$ cat config.mk
export PLATFORM = sky130hd
export DESIGN_NAME = rename_top
export DESIGN_NICKNAME = d
export VERILOG_FILES = /design/src/verilog/rename_pkg.sv /design/src/verilog/rat_prf.sv /design/src/verilog/rename.sv /design/src/verilog/rename_top.sv /design/src/verilog/rob_tag_alloc.sv
export SDC_FILE = /design/constraint.sdc
export NUM_CORES = 2
export LEC_CHECK = 0
export BUFFER_PORTS_ARGS = -buffer_cell sky130_fd_sc_hd__buf_2
export CAP_MARGIN = 25
export CORE_MARGIN = 2
export CORE_UTILIZATION = 35
export DETAILED_ROUTE_END_ITERATION = 8
export HOLD_SLACK_MARGIN = 0.12
export PLACE_DENSITY_LB_ADDON = 0.2
export SLEW_MARGIN = 20
export SYNTH_ARGS = -nofsm -noshare
export SYNTH_HDL_FRONTEND = slang
export SYNTH_HIERARCHICAL = 1
export SYNTH_SLANG_ARGS = --single-unit
$ cat constraint.sdc
create_clock -name clk -period 11.3 [get_ports clk]
set_input_delay 1.13 -clock clk [delete_from_list [all_inputs] [get_ports clk]]
set_output_delay 1.13 -clock clk [all_outputs]
set_load 0.005 [all_outputs]
$ cat src/verilog/rename_pkg.sv
/* Rename slice shared definitions
   Sizes and vector types used by the rename stage, alias file and tag allocator */
package rename_pkg;

    // --------------------
    // Sizes
    // --------------------

    // Instructions renamed per cycle
    localparam int pipe_width = 2;

    // Integer architectural registers
    localparam int arch_regs = 32;

    // ROB entries, so also the tag space
    localparam int rob_depth = 16;

    // --------------------
    // Vector types
    // --------------------

    // Architectural register index
    typedef logic [$clog2(arch_regs)-1:0] arch_reg_t;

    // ROB tag, one per entry
    typedef logic [$clog2(rob_depth)-1:0] rob_tag_t;

    // Register data word
    typedef logic [31:0] xlen_t;

    // ROB occupancy, 0 up to rob_depth inclusive
    typedef logic [$clog2(rob_depth):0] rob_count_t;

endpackage

$ cat src/verilog/rat_prf.sv
/* Register/alias file
   Committed value plus speculative ROB tag for each architectural register */
`timescale 1ns/1ns

module rat_prf (
    input  logic                                              clk,
    input  logic                                              rst_n,
    input  logic                                              flush,
    // Source reads, one pair per slot
    input  rename_pkg::arch_reg_t [rename_pkg::pipe_width-1:0] rs1_addr,
    input  rename_pkg::arch_reg_t [rename_pkg::pipe_width-1:0] rs2_addr,
    output logic                  [rename_pkg::pipe_width-1:0] rd1_renamed,
    output rename_pkg::rob_tag_t  [rename_pkg::pipe_width-1:0] rd1_tag,
    output rename_pkg::xlen_t     [rename_pkg::pipe_width-1:0] rd1_data,
    output logic                  [rename_pkg::pipe_width-1:0] rd2_renamed,
    output rename_pkg::rob_tag_t  [rename_pkg::pipe_width-1:0] rd2_tag,
    output rename_pkg::xlen_t     [rename_pkg::pipe_width-1:0] rd2_data,
    // Speculative alias writes from rename
    input  logic                  [rename_pkg::pipe_width-1:0] rat_we,
    input  rename_pkg::arch_reg_t [rename_pkg::pipe_width-1:0] rat_rd,
    input  rename_pkg::rob_tag_t  [rename_pkg::pipe_width-1:0] rat_tag,
    // In-order commit writes from the ROB
    input  logic                  [rename_pkg::pipe_width-1:0] commit_we,
    input  rename_pkg::arch_reg_t [rename_pkg::pipe_width-1:0] commit_rd,
    input  rename_pkg::rob_tag_t  [rename_pkg::pipe_width-1:0] commit_tag,
    input  rename_pkg::xlen_t     [rename_pkg::pipe_width-1:0] commit_data
);

    rename_pkg::xlen_t              reg_data [rename_pkg::arch_regs];
    rename_pkg::rob_tag_t           reg_tag  [rename_pkg::arch_regs];
    logic [rename_pkg::arch_regs-1:0] reg_renamed;

    // --------------------
    // Asynchronous reads
    // --------------------
    // x0 reads zero and is never renamed
    always_comb begin
        for (int i = 0; i < rename_pkg::pipe_width; i++) begin
            rd1_renamed[i] = (rs1_addr[i] != '0) && reg_renamed[rs1_addr[i]];
            rd1_tag[i]     = rd1_renamed[i] ? reg_tag[rs1_addr[i]] : '0;
            rd1_data[i]    = (rs1_addr[i] != '0) ? reg_data[rs1_addr[i]] : '0;
            rd2_renamed[i] = (rs2_addr[i] != '0) && reg_renamed[rs2_addr[i]];
            rd2_tag[i]     = rd2_renamed[i] ? reg_tag[rs2_addr[i]] : '0;
            rd2_data[i]    = (rs2_addr[i] != '0) ? reg_data[rs2_addr[i]] : '0;
        end
    end

    // --------------------
    // Data and alias flags
    // --------------------
    always_ff @(posedge clk) begin
        if (!rst_n) begin
            reg_renamed <= '0;
            for (int r = 0; r < rename_pkg::arch_regs; r++) begin
                reg_data[r] <= '0;
            end
        end else begin
            // Commits first, a same-edge alias write then overrides the flag
            for (int c = 0; c < rename_pkg::pipe_width; c++) begin
                if (commit_we[c] && (commit_rd[c] != '0)) begin
                    reg_data[commit_rd[c]] <= commit_data[c];
                    // Only the youngest alias is released
                    if (reg_renamed[commit_rd[c]] && (reg_tag[commit_rd[c]] == commit_tag[c])) begin
                        reg_renamed[commit_rd[c]] <= 1'b0;
                    end
                end
            end
            for (int i = 0; i < rename_pkg::pipe_width; i++) begin
                if (rat_we[i] && (rat_rd[i] != '0)) begin
                    reg_renamed[rat_rd[i]] <= 1'b1;
                end
            end
            // Flush drops every speculative mapping, data stays
            if (flush) begin
                reg_renamed <= '0;
            end
        end
    end

    // Alias tags, slot 1 written last so the younger one wins
    always_ff @(posedge clk) begin
        for (int i = 0; i < rename_pkg::pipe_width; i++) begin
            if (rat_we[i] && (rat_rd[i] != '0)) begin
                reg_tag[rat_rd[i]] <= rat_tag[i];
            end
        end
    end

endmodule

$ cat src/verilog/rename.sv
/* Two-wide rename stage
   Tags two instructions, forwards within the group, compacts and bypasses commits */
`timescale 1ns/1ns

module rename (
    // Decode side
    input  logic                  [rename_pkg::pipe_width-1:0] dec_valid,
    input  rename_pkg::arch_reg_t [rename_pkg::pipe_width-1:0] dec_rd,
    input  logic                  [rename_pkg::pipe_width-1:0] dec_has_rd,
    input  rename_pkg::arch_reg_t [rename_pkg::pipe_width-1:0] dec_rs1,
    input  rename_pkg::arch_reg_t [rename_pkg::pipe_width-1:0] dec_rs2,
    output logic                                               rename_rdy,
    // Dispatch side
    input  logic                                               dispatch_rdy,
    output logic                  [rename_pkg::pipe_width-1:0] ren_valid,
    output rename_pkg::rob_tag_t  [rename_pkg::pipe_width-1:0] ren_dest_tag,
    output rename_pkg::arch_reg_t [rename_pkg::pipe_width-1:0] ren_rd,
    output logic                  [rename_pkg::pipe_width-1:0] ren_has_rd,
    output logic                  [rename_pkg::pipe_width-1:0] ren_rs1_renamed,
    output rename_pkg::rob_tag_t  [rename_pkg::pipe_width-1:0] ren_rs1_tag,
    output rename_pkg::xlen_t     [rename_pkg::pipe_width-1:0] ren_rs1_data,
    output logic                  [rename_pkg::pipe_width-1:0] ren_rs2_renamed,
    output rename_pkg::rob_tag_t  [rename_pkg::pipe_width-1:0] ren_rs2_tag,
    output rename_pkg::xlen_t     [rename_pkg::pipe_width-1:0] ren_rs2_data,
    // Alias file reads and writes
    input  logic                  [rename_pkg::pipe_width-1:0] rd1_renamed,
    input  rename_pkg::rob_tag_t  [rename_pkg::pipe_width-1:0] rd1_tag,
    input  rename_pkg::xlen_t     [rename_pkg::pipe_width-1:0] rd1_data,
    input  logic                  [rename_pkg::pipe_width-1:0] rd2_renamed,
    input  rename_pkg::rob_tag_t  [rename_pkg::pipe_width-1:0] rd2_tag,
    input  rename_pkg::xlen_t     [rename_pkg::pipe_width-1:0] rd2_data,
    output logic                  [rename_pkg::pipe_width-1:0] rat_we,
    output rename_pkg::arch_reg_t [rename_pkg::pipe_width-1:0] rat_rd,
    output rename_pkg::rob_tag_t  [rename_pkg::pipe_width-1:0] rat_tag,
    // Tag allocator
    output logic                  [rename_pkg::pipe_width-1:0] alloc_req,
    output logic                  [rename_pkg::pipe_width-1:0] alloc_take,
    input  logic                  [rename_pkg::pipe_width-1:0] alloc_gnt,
    input  rename_pkg::rob_tag_t  [rename_pkg::pipe_width-1:0] alloc_tag,
    // ROB commit, for the bypass
    input  logic                  [rename_pkg::pipe_width-1:0] commit_we,
    input  rename_pkg::rob_tag_t  [rename_pkg::pipe_width-1:0] commit_tag,
    input  rename_pkg::xlen_t     [rename_pkg::pipe_width-1:0] commit_data
);

    logic                                      gnts_ok;
    logic                                      fwd_ok;
    logic                                      compact;
    logic                 [rename_pkg::pipe_width-1:0] slot_valid;
    logic                 [rename_pkg::pipe_width-1:0] s1_ren;
    logic                 [rename_pkg::pipe_width-1:0] s2_ren;
    rename_pkg::rob_tag_t [rename_pkg::pipe_width-1:0] s1_tag;
    rename_pkg::rob_tag_t [rename_pkg::pipe_width-1:0] s2_tag;

    // --------------------
    // Allocation handshake
    // --------------------
    // Whole group or nothing
    assign gnts_ok    = &(~dec_valid | alloc_gnt);
    assign rename_rdy = dispatch_rdy && gnts_ok;
    assign alloc_req  = dec_valid;
    assign slot_valid = dec_valid & {rename_pkg::pipe_width{rename_rdy}};
    assign alloc_take = slot_valid;

    // Alias writes, x0 never aliased
    always_comb begin
        for (int i = 0; i < rename_pkg::pipe_width; i++) begin
            rat_we[i] = slot_valid[i] && dec_has_rd[i] && (dec_rd[i] != '0);
        end
    end
    assign rat_rd  = dec_rd;
    assign rat_tag = alloc_tag;

    // --------------------
    // Intra-group forwarding
    // --------------------
    assign fwd_ok = dec_valid[0] && dec_has_rd[0] && (dec_rd[0] != '0);

    always_comb begin
        s1_ren = rd1_renamed;
        s1_tag = rd1_tag;
        s2_ren = rd2_renamed;
        s2_tag = rd2_tag;
        // Slot 1 reads what slot 0 is about to write
        if (fwd_ok && (dec_rs1[1] == dec_rd[0])) begin
            s1_ren[1] = 1'b1;
            s1_tag[1] = alloc_tag[0];
        end
        if (fwd_ok && (dec_rs2[1] == dec_rd[0])) begin
            s2_ren[1] = 1'b1;
            s2_tag[1] = alloc_tag[0];
        end
    end

    // --------------------
    // Compaction and bypass
    // --------------------
    assign compact = !slot_valid[0] && slot_valid[1];

    always_comb begin
        int j;
        for (int o = 0; o < rename_pkg::pipe_width; o++) begin
            // Lone slot 1 moves down
            j = (o == 0 && compact) ? 1 : o;
            ren_valid[o]       = slot_valid[j] && !(o == 1 && compact);
            ren_dest_tag[o]    = alloc_tag[j];
            ren_rd[o]          = dec_rd[j];
            ren_has_rd[o]      = dec_has_rd[j];
            ren_rs1_renamed[o] = s1_ren[j];
            ren_rs1_tag[o]     = s1_tag[j];
            ren_rs1_data[o]    = s1_ren[j] ? '0 : rd1_data[j];
            ren_rs2_renamed[o] = s2_ren[j];
            ren_rs2_tag[o]     = s2_tag[j];
            ren_rs2_data[o]    = s2_ren[j] ? '0 : rd2_data[j];
            // Invalid slot shows all zero
            if (!ren_valid[o]) begin
                ren_dest_tag[o]    = '0;
                ren_rd[o]          = '0;
                ren_has_rd[o]      = 1'b0;
                ren_rs1_renamed[o] = 1'b0;
                ren_rs1_tag[o]     = '0;
                ren_rs1_data[o]    = '0;
                ren_rs2_renamed[o] = 1'b0;
                ren_rs2_tag[o]     = '0;
                ren_rs2_data[o]    = '0;
            end
            // Producer retiring right now, take its value
            for (int c = 0; c < rename_pkg::pipe_width; c++) begin
                if (commit_we[c] && ren_rs1_renamed[o] && (ren_rs1_tag[o] == commit_tag[c])) begin
                    ren_rs1_renamed[o] = 1'b0;
                    ren_rs1_tag[o]     = '0;
                    ren_rs1_data[o]    = commit_data[c];
                end
                if (commit_we[c] && ren_rs2_renamed[o] && (ren_rs2_tag[o] == commit_tag[c])) begin
                    ren_rs2_renamed[o] = 1'b0;
                    ren_rs2_tag[o]     = '0;
                    ren_rs2_data[o]    = commit_data[c];
                end
            end
        end
    end

endmodule

$ cat src/verilog/rename_top.sv
/* Rename slice top level
   Rename stage with its alias file and ROB tag allocator */
`timescale 1ns/1ns

module rename_top (
    input  logic                                               clk,
    input  logic                                               rst_n,
    input  logic                                               flush,
    // Decode
    input  logic                  [rename_pkg::pipe_width-1:0] dec_valid,
    input  rename_pkg::arch_reg_t [rename_pkg::pipe_width-1:0] dec_rd,
    input  logic                  [rename_pkg::pipe_width-1:0] dec_has_rd,
    input  rename_pkg::arch_reg_t [rename_pkg::pipe_width-1:0] dec_rs1,
    input  rename_pkg::arch_reg_t [rename_pkg::pipe_width-1:0] dec_rs2,
    output logic                                               rename_rdy,
    // Dispatch
    input  logic                                               dispatch_rdy,
    output logic                  [rename_pkg::pipe_width-1:0] ren_valid,
    output rename_pkg::rob_tag_t  [rename_pkg::pipe_width-1:0] ren_dest_tag,
    output rename_pkg::arch_reg_t [rename_pkg::pipe_width-1:0] ren_rd,
    output logic                  [rename_pkg::pipe_width-1:0] ren_has_rd,
    output logic                  [rename_pkg::pipe_width-1:0] ren_rs1_renamed,
    output rename_pkg::rob_tag_t  [rename_pkg::pipe_width-1:0] ren_rs1_tag,
    output rename_pkg::xlen_t     [rename_pkg::pipe_width-1:0] ren_rs1_data,
    output logic                  [rename_pkg::pipe_width-1:0] ren_rs2_renamed,
    output rename_pkg::rob_tag_t  [rename_pkg::pipe_width-1:0] ren_rs2_tag,
    output rename_pkg::xlen_t     [rename_pkg::pipe_width-1:0] ren_rs2_data,
    // ROB commit
    input  logic                  [rename_pkg::pipe_width-1:0] commit_we,
    input  rename_pkg::arch_reg_t [rename_pkg::pipe_width-1:0] commit_rd,
    input  rename_pkg::rob_tag_t  [rename_pkg::pipe_width-1:0] commit_tag,
    input  rename_pkg::xlen_t     [rename_pkg::pipe_width-1:0] commit_data
);

    // Alias file read results
    logic                  [rename_pkg::pipe_width-1:0] rd1_renamed;
    rename_pkg::rob_tag_t  [rename_pkg::pipe_width-1:0] rd1_tag;
    rename_pkg::xlen_t     [rename_pkg::pipe_width-1:0] rd1_data;
    logic                  [rename_pkg::pipe_width-1:0] rd2_renamed;
    rename_pkg::rob_tag_t  [rename_pkg::pipe_width-1:0] rd2_tag;
    rename_pkg::xlen_t     [rename_pkg::pipe_width-1:0] rd2_data;
    // Alias writes
    logic                  [rename_pkg::pipe_width-1:0] rat_we;
    rename_pkg::arch_reg_t [rename_pkg::pipe_width-1:0] rat_rd;
    rename_pkg::rob_tag_t  [rename_pkg::pipe_width-1:0] rat_tag;
    // Allocator
    logic                  [rename_pkg::pipe_width-1:0] alloc_req;
    logic                  [rename_pkg::pipe_width-1:0] alloc_take;
    logic                  [rename_pkg::pipe_width-1:0] alloc_gnt;
    rename_pkg::rob_tag_t  [rename_pkg::pipe_width-1:0] alloc_tag;

    rename rename_i (
        .dec_valid(dec_valid), .dec_rd(dec_rd), .dec_has_rd(dec_has_rd),
        .dec_rs1(dec_rs1), .dec_rs2(dec_rs2), .rename_rdy(rename_rdy),
        .dispatch_rdy(dispatch_rdy), .ren_valid(ren_valid),
        .ren_dest_tag(ren_dest_tag), .ren_rd(ren_rd), .ren_has_rd(ren_has_rd),
        .ren_rs1_renamed(ren_rs1_renamed), .ren_rs1_tag(ren_rs1_tag),
        .ren_rs1_data(ren_rs1_data), .ren_rs2_renamed(ren_rs2_renamed),
        .ren_rs2_tag(ren_rs2_tag), .ren_rs2_data(ren_rs2_data),
        .rd1_renamed(rd1_renamed), .rd1_tag(rd1_tag), .rd1_data(rd1_data),
        .rd2_renamed(rd2_renamed), .rd2_tag(rd2_tag), .rd2_data(rd2_data),
        .rat_we(rat_we), .rat_rd(rat_rd), .rat_tag(rat_tag),
        .alloc_req(alloc_req), .alloc_take(alloc_take),
        .alloc_gnt(alloc_gnt), .alloc_tag(alloc_tag),
        .commit_we(commit_we), .commit_tag(commit_tag), .commit_data(commit_data)
    );

    // Sources address the alias file straight from decode
    rat_prf rat_prf_i (
        .clk(clk), .rst_n(rst_n), .flush(flush),
        .rs1_addr(dec_rs1), .rs2_addr(dec_rs2),
        .rd1_renamed(rd1_renamed), .rd1_tag(rd1_tag), .rd1_data(rd1_data),
        .rd2_renamed(rd2_renamed), .rd2_tag(rd2_tag), .rd2_data(rd2_data),
        .rat_we(rat_we), .rat_rd(rat_rd), .rat_tag(rat_tag),
        .commit_we(commit_we), .commit_rd(commit_rd),
        .commit_tag(commit_tag), .commit_data(commit_data)
    );

    rob_tag_alloc rob_tag_alloc_i (
        .clk(clk), .rst_n(rst_n), .flush(flush),
        .alloc_req(alloc_req), .alloc_take(alloc_take), .commit_we(commit_we),
        .alloc_gnt(alloc_gnt), .alloc_tag(alloc_tag)
    );

endmodule

$ cat src/verilog/rob_tag_alloc.sv
/* ROB tag allocator
   Circular tag issue at the tail, freed in order by commits */
`timescale 1ns/1ns

module rob_tag_alloc (
    input  logic                                             clk,
    input  logic                                             rst_n,
    input  logic                                             flush,
    input  logic                 [rename_pkg::pipe_width-1:0] alloc_req,
    input  logic                 [rename_pkg::pipe_width-1:0] alloc_take,
    input  logic                 [rename_pkg::pipe_width-1:0] commit_we,
    output logic                 [rename_pkg::pipe_width-1:0] alloc_gnt,
    output rename_pkg::rob_tag_t [rename_pkg::pipe_width-1:0] alloc_tag
);

    rename_pkg::rob_tag_t   tail;
    rename_pkg::rob_count_t count;
    rename_pkg::rob_count_t free_cnt;
    rename_pkg::rob_count_t n_take;
    rename_pkg::rob_count_t n_commit;

    assign free_cnt = rename_pkg::rob_count_t'(rename_pkg::rob_depth) - count;

    // --------------------
    // Offer and grant
    // --------------------
    // Lone slot 1 request takes the tail itself
    assign alloc_tag[0] = tail;
    assign alloc_tag[1] = alloc_req[0] ? rename_pkg::rob_tag_t'(tail + 1'b1) : tail;

    assign alloc_gnt[0] = alloc_req[0] && (free_cnt != '0);
    assign alloc_gnt[1] = alloc_req[1] &&
                          ((free_cnt >= 2) || ((free_cnt != '0) && !alloc_req[0]));

    // Takes and frees this cycle
    always_comb begin
        n_take   = '0;
        n_commit = '0;
        for (int i = 0; i < rename_pkg::pipe_width; i++) begin
            n_take   = n_take + rename_pkg::rob_count_t'(alloc_take[i]);
            n_commit = n_commit + rename_pkg::rob_count_t'(commit_we[i]);
        end
    end

    // --------------------
    // Pointer and count
    // --------------------
    always_ff @(posedge clk) begin
        if (!rst_n || flush) begin
            tail  <= '0;
            count <= '0;
        end else begin
            // Tail wraps at rob_depth
            tail  <= tail + rename_pkg::rob_tag_t'(n_take);
            count <= count + n_take - n_commit;
        end
    end

endmodule
== Yosys cells after proc, flatten, opt, wreduce, memory -nomap -nowiden ==
Memories as Yosys holds them, arrays and structs flattened.
Cells that the tools add are included.
Word-level totals
  bits in registers: 41
  bits in latches: 0
  bits in writable memories: 1152
  bits in read-only memories: 0
  input bits: 122
  output and inout port bits: 171
  word-level logic and storage cells: 247
  memories: 2
Memories
  rat_prf_i.reg_data: words 32, bits a word 32, read ports 4, clocked after memory_dff 0, write ports 32, line rat_prf.sv:29  | rename_pkg::xlen_t reg_data [rename_pkg::arch_regs];
  rat_prf_i.reg_tag: words 32, bits a word 4, read ports 6, clocked after memory_dff 0, write ports 2, line rat_prf.sv:30  | rename_pkg::rob_tag_t reg_tag [rename_pkg::arch_regs];
Operators by class
  add/sub/neg operators: 7
  $mul: 0
  divide/modulo/power cells: 0
  order comparisons: 14
  eq/ne operators: 12
  shift operators: 0
  muxes and demuxes: 136
  bitwise operators: 10
  reduce and logical (&&, ||, !) cells: 63
Operators by type and width (number)
  32-bit two-way mux: 37
  4-bit two-way mux: 30
  32-bit AND: 2
  32-bit NOT: 2
  32-bit OR: 2
  32-bit OR reduction: 2
  1-bit two-way mux: 52
  5-bit by 6-bit < comparator with 1-bit output, second input constant: 8
  5-bit nonzero test: 9
  1-bit logical AND: 44
  4-bit == test: 10
  5-bit two-way mux: 7
  32-bit by 3-bit < comparator with 1-bit output, second input constant: 1
  1-bit binary-select mux with 5-bit select: 6
  1-bit demux with 5-bit select: 4
  5-bit by 1-bit greater-or-equal comparator with 1-bit output, second input constant: 4
  5-bit == test: 2
  5-bit adder: 1
  5-bit by 2-bit greater-or-equal comparator with 1-bit output, second input constant: 1
  5-bit subtractor: 1
  5-bit subtractor, first input constant: 1
  1-bit by 1-bit adder with 2-bit output: 2
  4-bit by 1-bit adder with 4-bit output, second input constant: 1
  4-bit adder: 1
  8 further kinds: 12

== Longest topological paths before layout ==
  word-level depth: 22
  mapped depth: 22
  depth with buffers taken out: 20

== Cells and area by module ==
The synthesis kept the hierarchy.
By module, submodules not included
  rat_prf: times used 1, cells each 5709, area each 89444.5 µm², sequential area each 35233.8 µm²
  rename: times used 1, cells each 692, area each 4909.7 µm², sequential area each 0.0 µm²
  rob_tag_alloc: times used 1, cells each 84, area each 738.2 µm², sequential area each 180.2 µm²

== Worst setup path before layout ==
OpenSTA, ideal clock, no wires.
  kind: input to output
  from: input port dec_rs1[5] (netlist bit)
  to: output port ren_rs1_data[26] (netlist bit)
  arrival: 5243 ps
  required time: 10170 ps
  setup slack: 4927 ps
  stages on the path: 17
  path buffers: 5
  cells stage by stage: clkbuf_1 -> buf_2 -> buf_1 -> mux4_2 -> mux4_2 -> mux2i_1 -> nor2_1 -> nor2b_1 -> and2_1 -> a211oi_1 -> o221ai_1 -> nor4_1 -> o22ai_1 -> and4_1 -> buf_2 -> buf_1 -> a221o_1
RTL lines
  from (decl): line rename_top.sv:13  | input rename_pkg::arch_reg_t [rename_pkg::pipe_width-1:0] dec_rs1,
  to (decl): line rename_top.sv:24  | output rename_pkg::xlen_t [rename_pkg::pipe_width-1:0] ren_rs1_data,

==> results.yml <==
pwr:
  powerDensity_mw_per_mm2: 125
  leakage_nw: 35.2
  power_switching_mw: 4.04
  vdd_drop_max_mv: 0.161
  pwr-share-comb_pct: 21.1
  pwr-share-seq_pct: 40.5
  p_int_mw: 9.11
  p_clk_share_pct: 38.3
  switching_share_pct: 30.7
layout:
  final_area_mm2: 0.105
  syn_to_final_growth_pct: 10.5
  fin_cells: 9956
  drive_above_1_share_pct: 40.1
  nNetsFinal: 6382
clock_network:
  cts_hold_buffers: 0
  clockBufferDepth: 3
  clk_latency_ns: 0.85
  cts_inserted_buffers: 153
  cts_tree: "built"
  cts-root-buf: "clkbuf_16"
  cts_resized: 0
  cts_max_level: 4
  post_cts_buffers: 0
  cts.clk_slew.worst_paths_ns: 0.06
  cts_sinks: 1193
setup_path:
  timing.rr.end: "rob_tag_alloc_i/count[4]"
  critical_path_required_ns: 10.17
  worst-setup-path-type: "in -> out"
  r2r_slack_ns: 6.37
  startpoint: "dec_rs2[1]"
  reg2reg_from: "rob_tag_alloc_i/count[0]"
  worst-path-max-fanout: 119
  crit_path_end_kind: "primary output"
  endpoint: "ren_rs2_data[15]"
  r2r_cells: 20
  cp-start-kind: "input port"
  worstPathArrival_ns: 7.48
floorplan:
  fp.dieH_um: 525
  die_area_mm2: 0.276
  start_util_pct: 35.2
  rows: 191
  io_pins: 293
  die_w_um: 525
  fp.coreArea_mm2: 0.271
route:
  drc: 0
  route.vias.total: 77600
  post_drt_wl_per_cell_um: 47.4
  drt-initial-drc-count: 14500
  postRouteWirelength_um: 471000
  dr.pass1.iters: 8
  ant_nets: 0
  vias_per_cell: 7.79
sta:
  min_period_over_period_pct: 76.2
  hold_violations: 0
  timing.final.ws_setup_ns: 2.69
  fin_setup_tns_ns: 0
  finalClockSkew_ns: 0.0320
  slew_headroom_pct: 13.9
  timing.hold.ws_ns: 0.627
  maxSlewViolCount: 0
  period_needed_ns: 8.61
  finalSetupViolations: 0
  tightest_slew_ns: 1.29
  rsz0062_at_grt: "no"
  max_freq_mhz: 116
synth:
  synth-edff-count: 1152
  syn_inst: 6485
  yosys_warnings: 6
  synth_common_cells: "mux4_2 (1500), edfxtp_1 (1152), a22o_1 (1032)"
  syn_area_per_cell_um2: 14.7
  synth_area_leaders: "edfxtp_1 (36%), mux4_2 (36%), a22o_1 (9.5%), mux2i_1 (2.7%), clkbuf_1 (2.4%)"
  async_reset_ff_share_pct: 0
  synth.largest_area_cell: "edfxtp_1"
  synth-seq-cells: 1193
  synth_top_area_share_pct: 36.4
  synth_area_mm2: 0.0951
  ys.flop_type: "edfxtp_1"
  synthMostInstantiatedCell: "mux4_2"
  synth_seq_area_share_pct: 37.2
  ys_types: 98
outcome:
  status: "completed"
global_route:
  grt_max_degree: 134
  grt_overflow: 0
  grt_pass1_wl_um: 634000
  antenna_found_initial: 24
  gr-usage-all-layers_pct: 33.1
  grt_pass1_vias: 73700
place:
  placedCellCount: 9644
  io_buffers: 292
  dp_hpwl_um: 269000
  dp_slack_ns: 2.58
  dpl_cell_area_mm2: 0.0998
  place.gp.congestion: 0.930
worst_hold_path:
  hold_class: "in -> reg"
  hold_depth: 3
flow_run:
  drv_cap: 0
[layout by cell type, fill, tap and decap left out, types with 32 or more instances in the layout]
| master | instances |
|---|---|
| clkbuf_16 | 154 |
| a221o_1 | 64 |
| conb_1 | 36 |
| buf_2 | 271 |
| inv_1 | 66 |
| a22o_1 | 1032 |
| a21oi_1 | 58 |
| a221oi_1 | 32 |
| mux4_2 | 1500 |
| a32o_1 | 33 |
| a21o_1 | 34 |
| buf_4 | 188 |
| nor2_4 | 35 |
| nor2_1 | 331 |
| o22ai_1 | 49 |
| a22oi_1 | 71 |
| mux2_2 | 172 |
| edfxtp_1 | 1152 |
| nand2_1 | 104 |
| dfxtp_1 | 41 |
| nor3_2 | 36 |
| o31ai_1 | 32 |
| o21ai_0 | 38 |
| mux2i_1 | 261 |
[cells by family after synthesis]
| family | Yosys count | share of synthesized area, % |
|---|---|---|
| adder cells (fa/ha/maj) | 17 | 0.247 |
| buffers and inverters | 999 | 4.31 |
| XOR/XNOR | 33 | 0.320 |
| AND/OR/NAND/NOR | 779 | 3.99 |
| AO/OA/AOI/OAI | 1530 | 13.6 |
| other | 1 | 0.00394 |
| flip-flops | 1193 | 37.2 |
| multiplexers | 1933 | 40.3 |
[critical path, cell delays in order]
cell	delay (ns)
buf_8	0.51
buf_12	0.69
buf_4	0.94
buf_4	0.83
mux4_2	0.43
mux4_2	0.47
mux2i_1	0.19
nor2_1	0.08
a22oi_1	1.04
nor2_1	0.13
a221o_1	0.35
buf_2	0.14
[area by class of cell]
class	instances	area (um^2)
inverter	69	263
fill	25000	165000
sequential	1193	35400
multi-input combinational	4328	56400
clock inverter	94	993
tap	3570	4470
timing repair buffer	498	3490
antenna	19	47.5
clock buffer	185	3990
[power groups by stage]
stage	clock, mW	combinational [mW]	sequential, mW
after floorplan	0	1.75	5.33
after global placement	0	2.65	5.38
after detailed placement	0	2.66	5.41
after CTS	5.05	2.67	5.32
after global routing	5.21	2.81	5.36
final	5.04	2.78	5.33
[metal layers]
metal,up-vias,part of all wire [%],track usage (%),wire length [um]
li1,27700,-,-,-
met5,-,0.081,1.40,381
met4,12,6.0,18.1,28500
met1,40400,35,42.1,167000
met2,7889,42,46.9,199000
met3,1578,16,14.7,76200
[per-stage QoR]
stage	util, %	total power [mW]
finish	38.8	13.2
global route	38.8	13.4
CTS	38.7	13.0
detailed placement	36.9	8.07
global placement	36.9	8.04
floorplan	-	7.08
[worst min path at each step]
stage | startpoint | endpoint | slack [ns]
global placement | rat_prf_i/reg_renamed[0] | rat_prf_i/reg_renamed[0] | 0.57
CTS | flush | rob_tag_alloc_i/count[0] | 0.58
floorplan | rat_prf_i/reg_renamed[0] | rat_prf_i/reg_renamed[0] | 0.46
global route | rat_prf_i/reg_renamed[0] | rat_prf_i/reg_renamed[0] | 0.62
finish | flush | rob_tag_alloc_i/count[0] | 0.63
detailed placement | rat_prf_i/reg_renamed[0] | rat_prf_i/reg_renamed[0] | 0.58
[flip-flops by register name (all words and copies together), names as in the netlist]
| signal | cells |
|---|---|
| rob_tag_alloc_i/tail | 4 |
| rat_prf_i/reg_data | 1024 |
| rat_prf_i/reg_renamed | 32 |
| rat_prf_i/reg_tag | 128 |
| rob_tag_alloc_i/count | 5 |
Power figures use the tool's default switching activity.
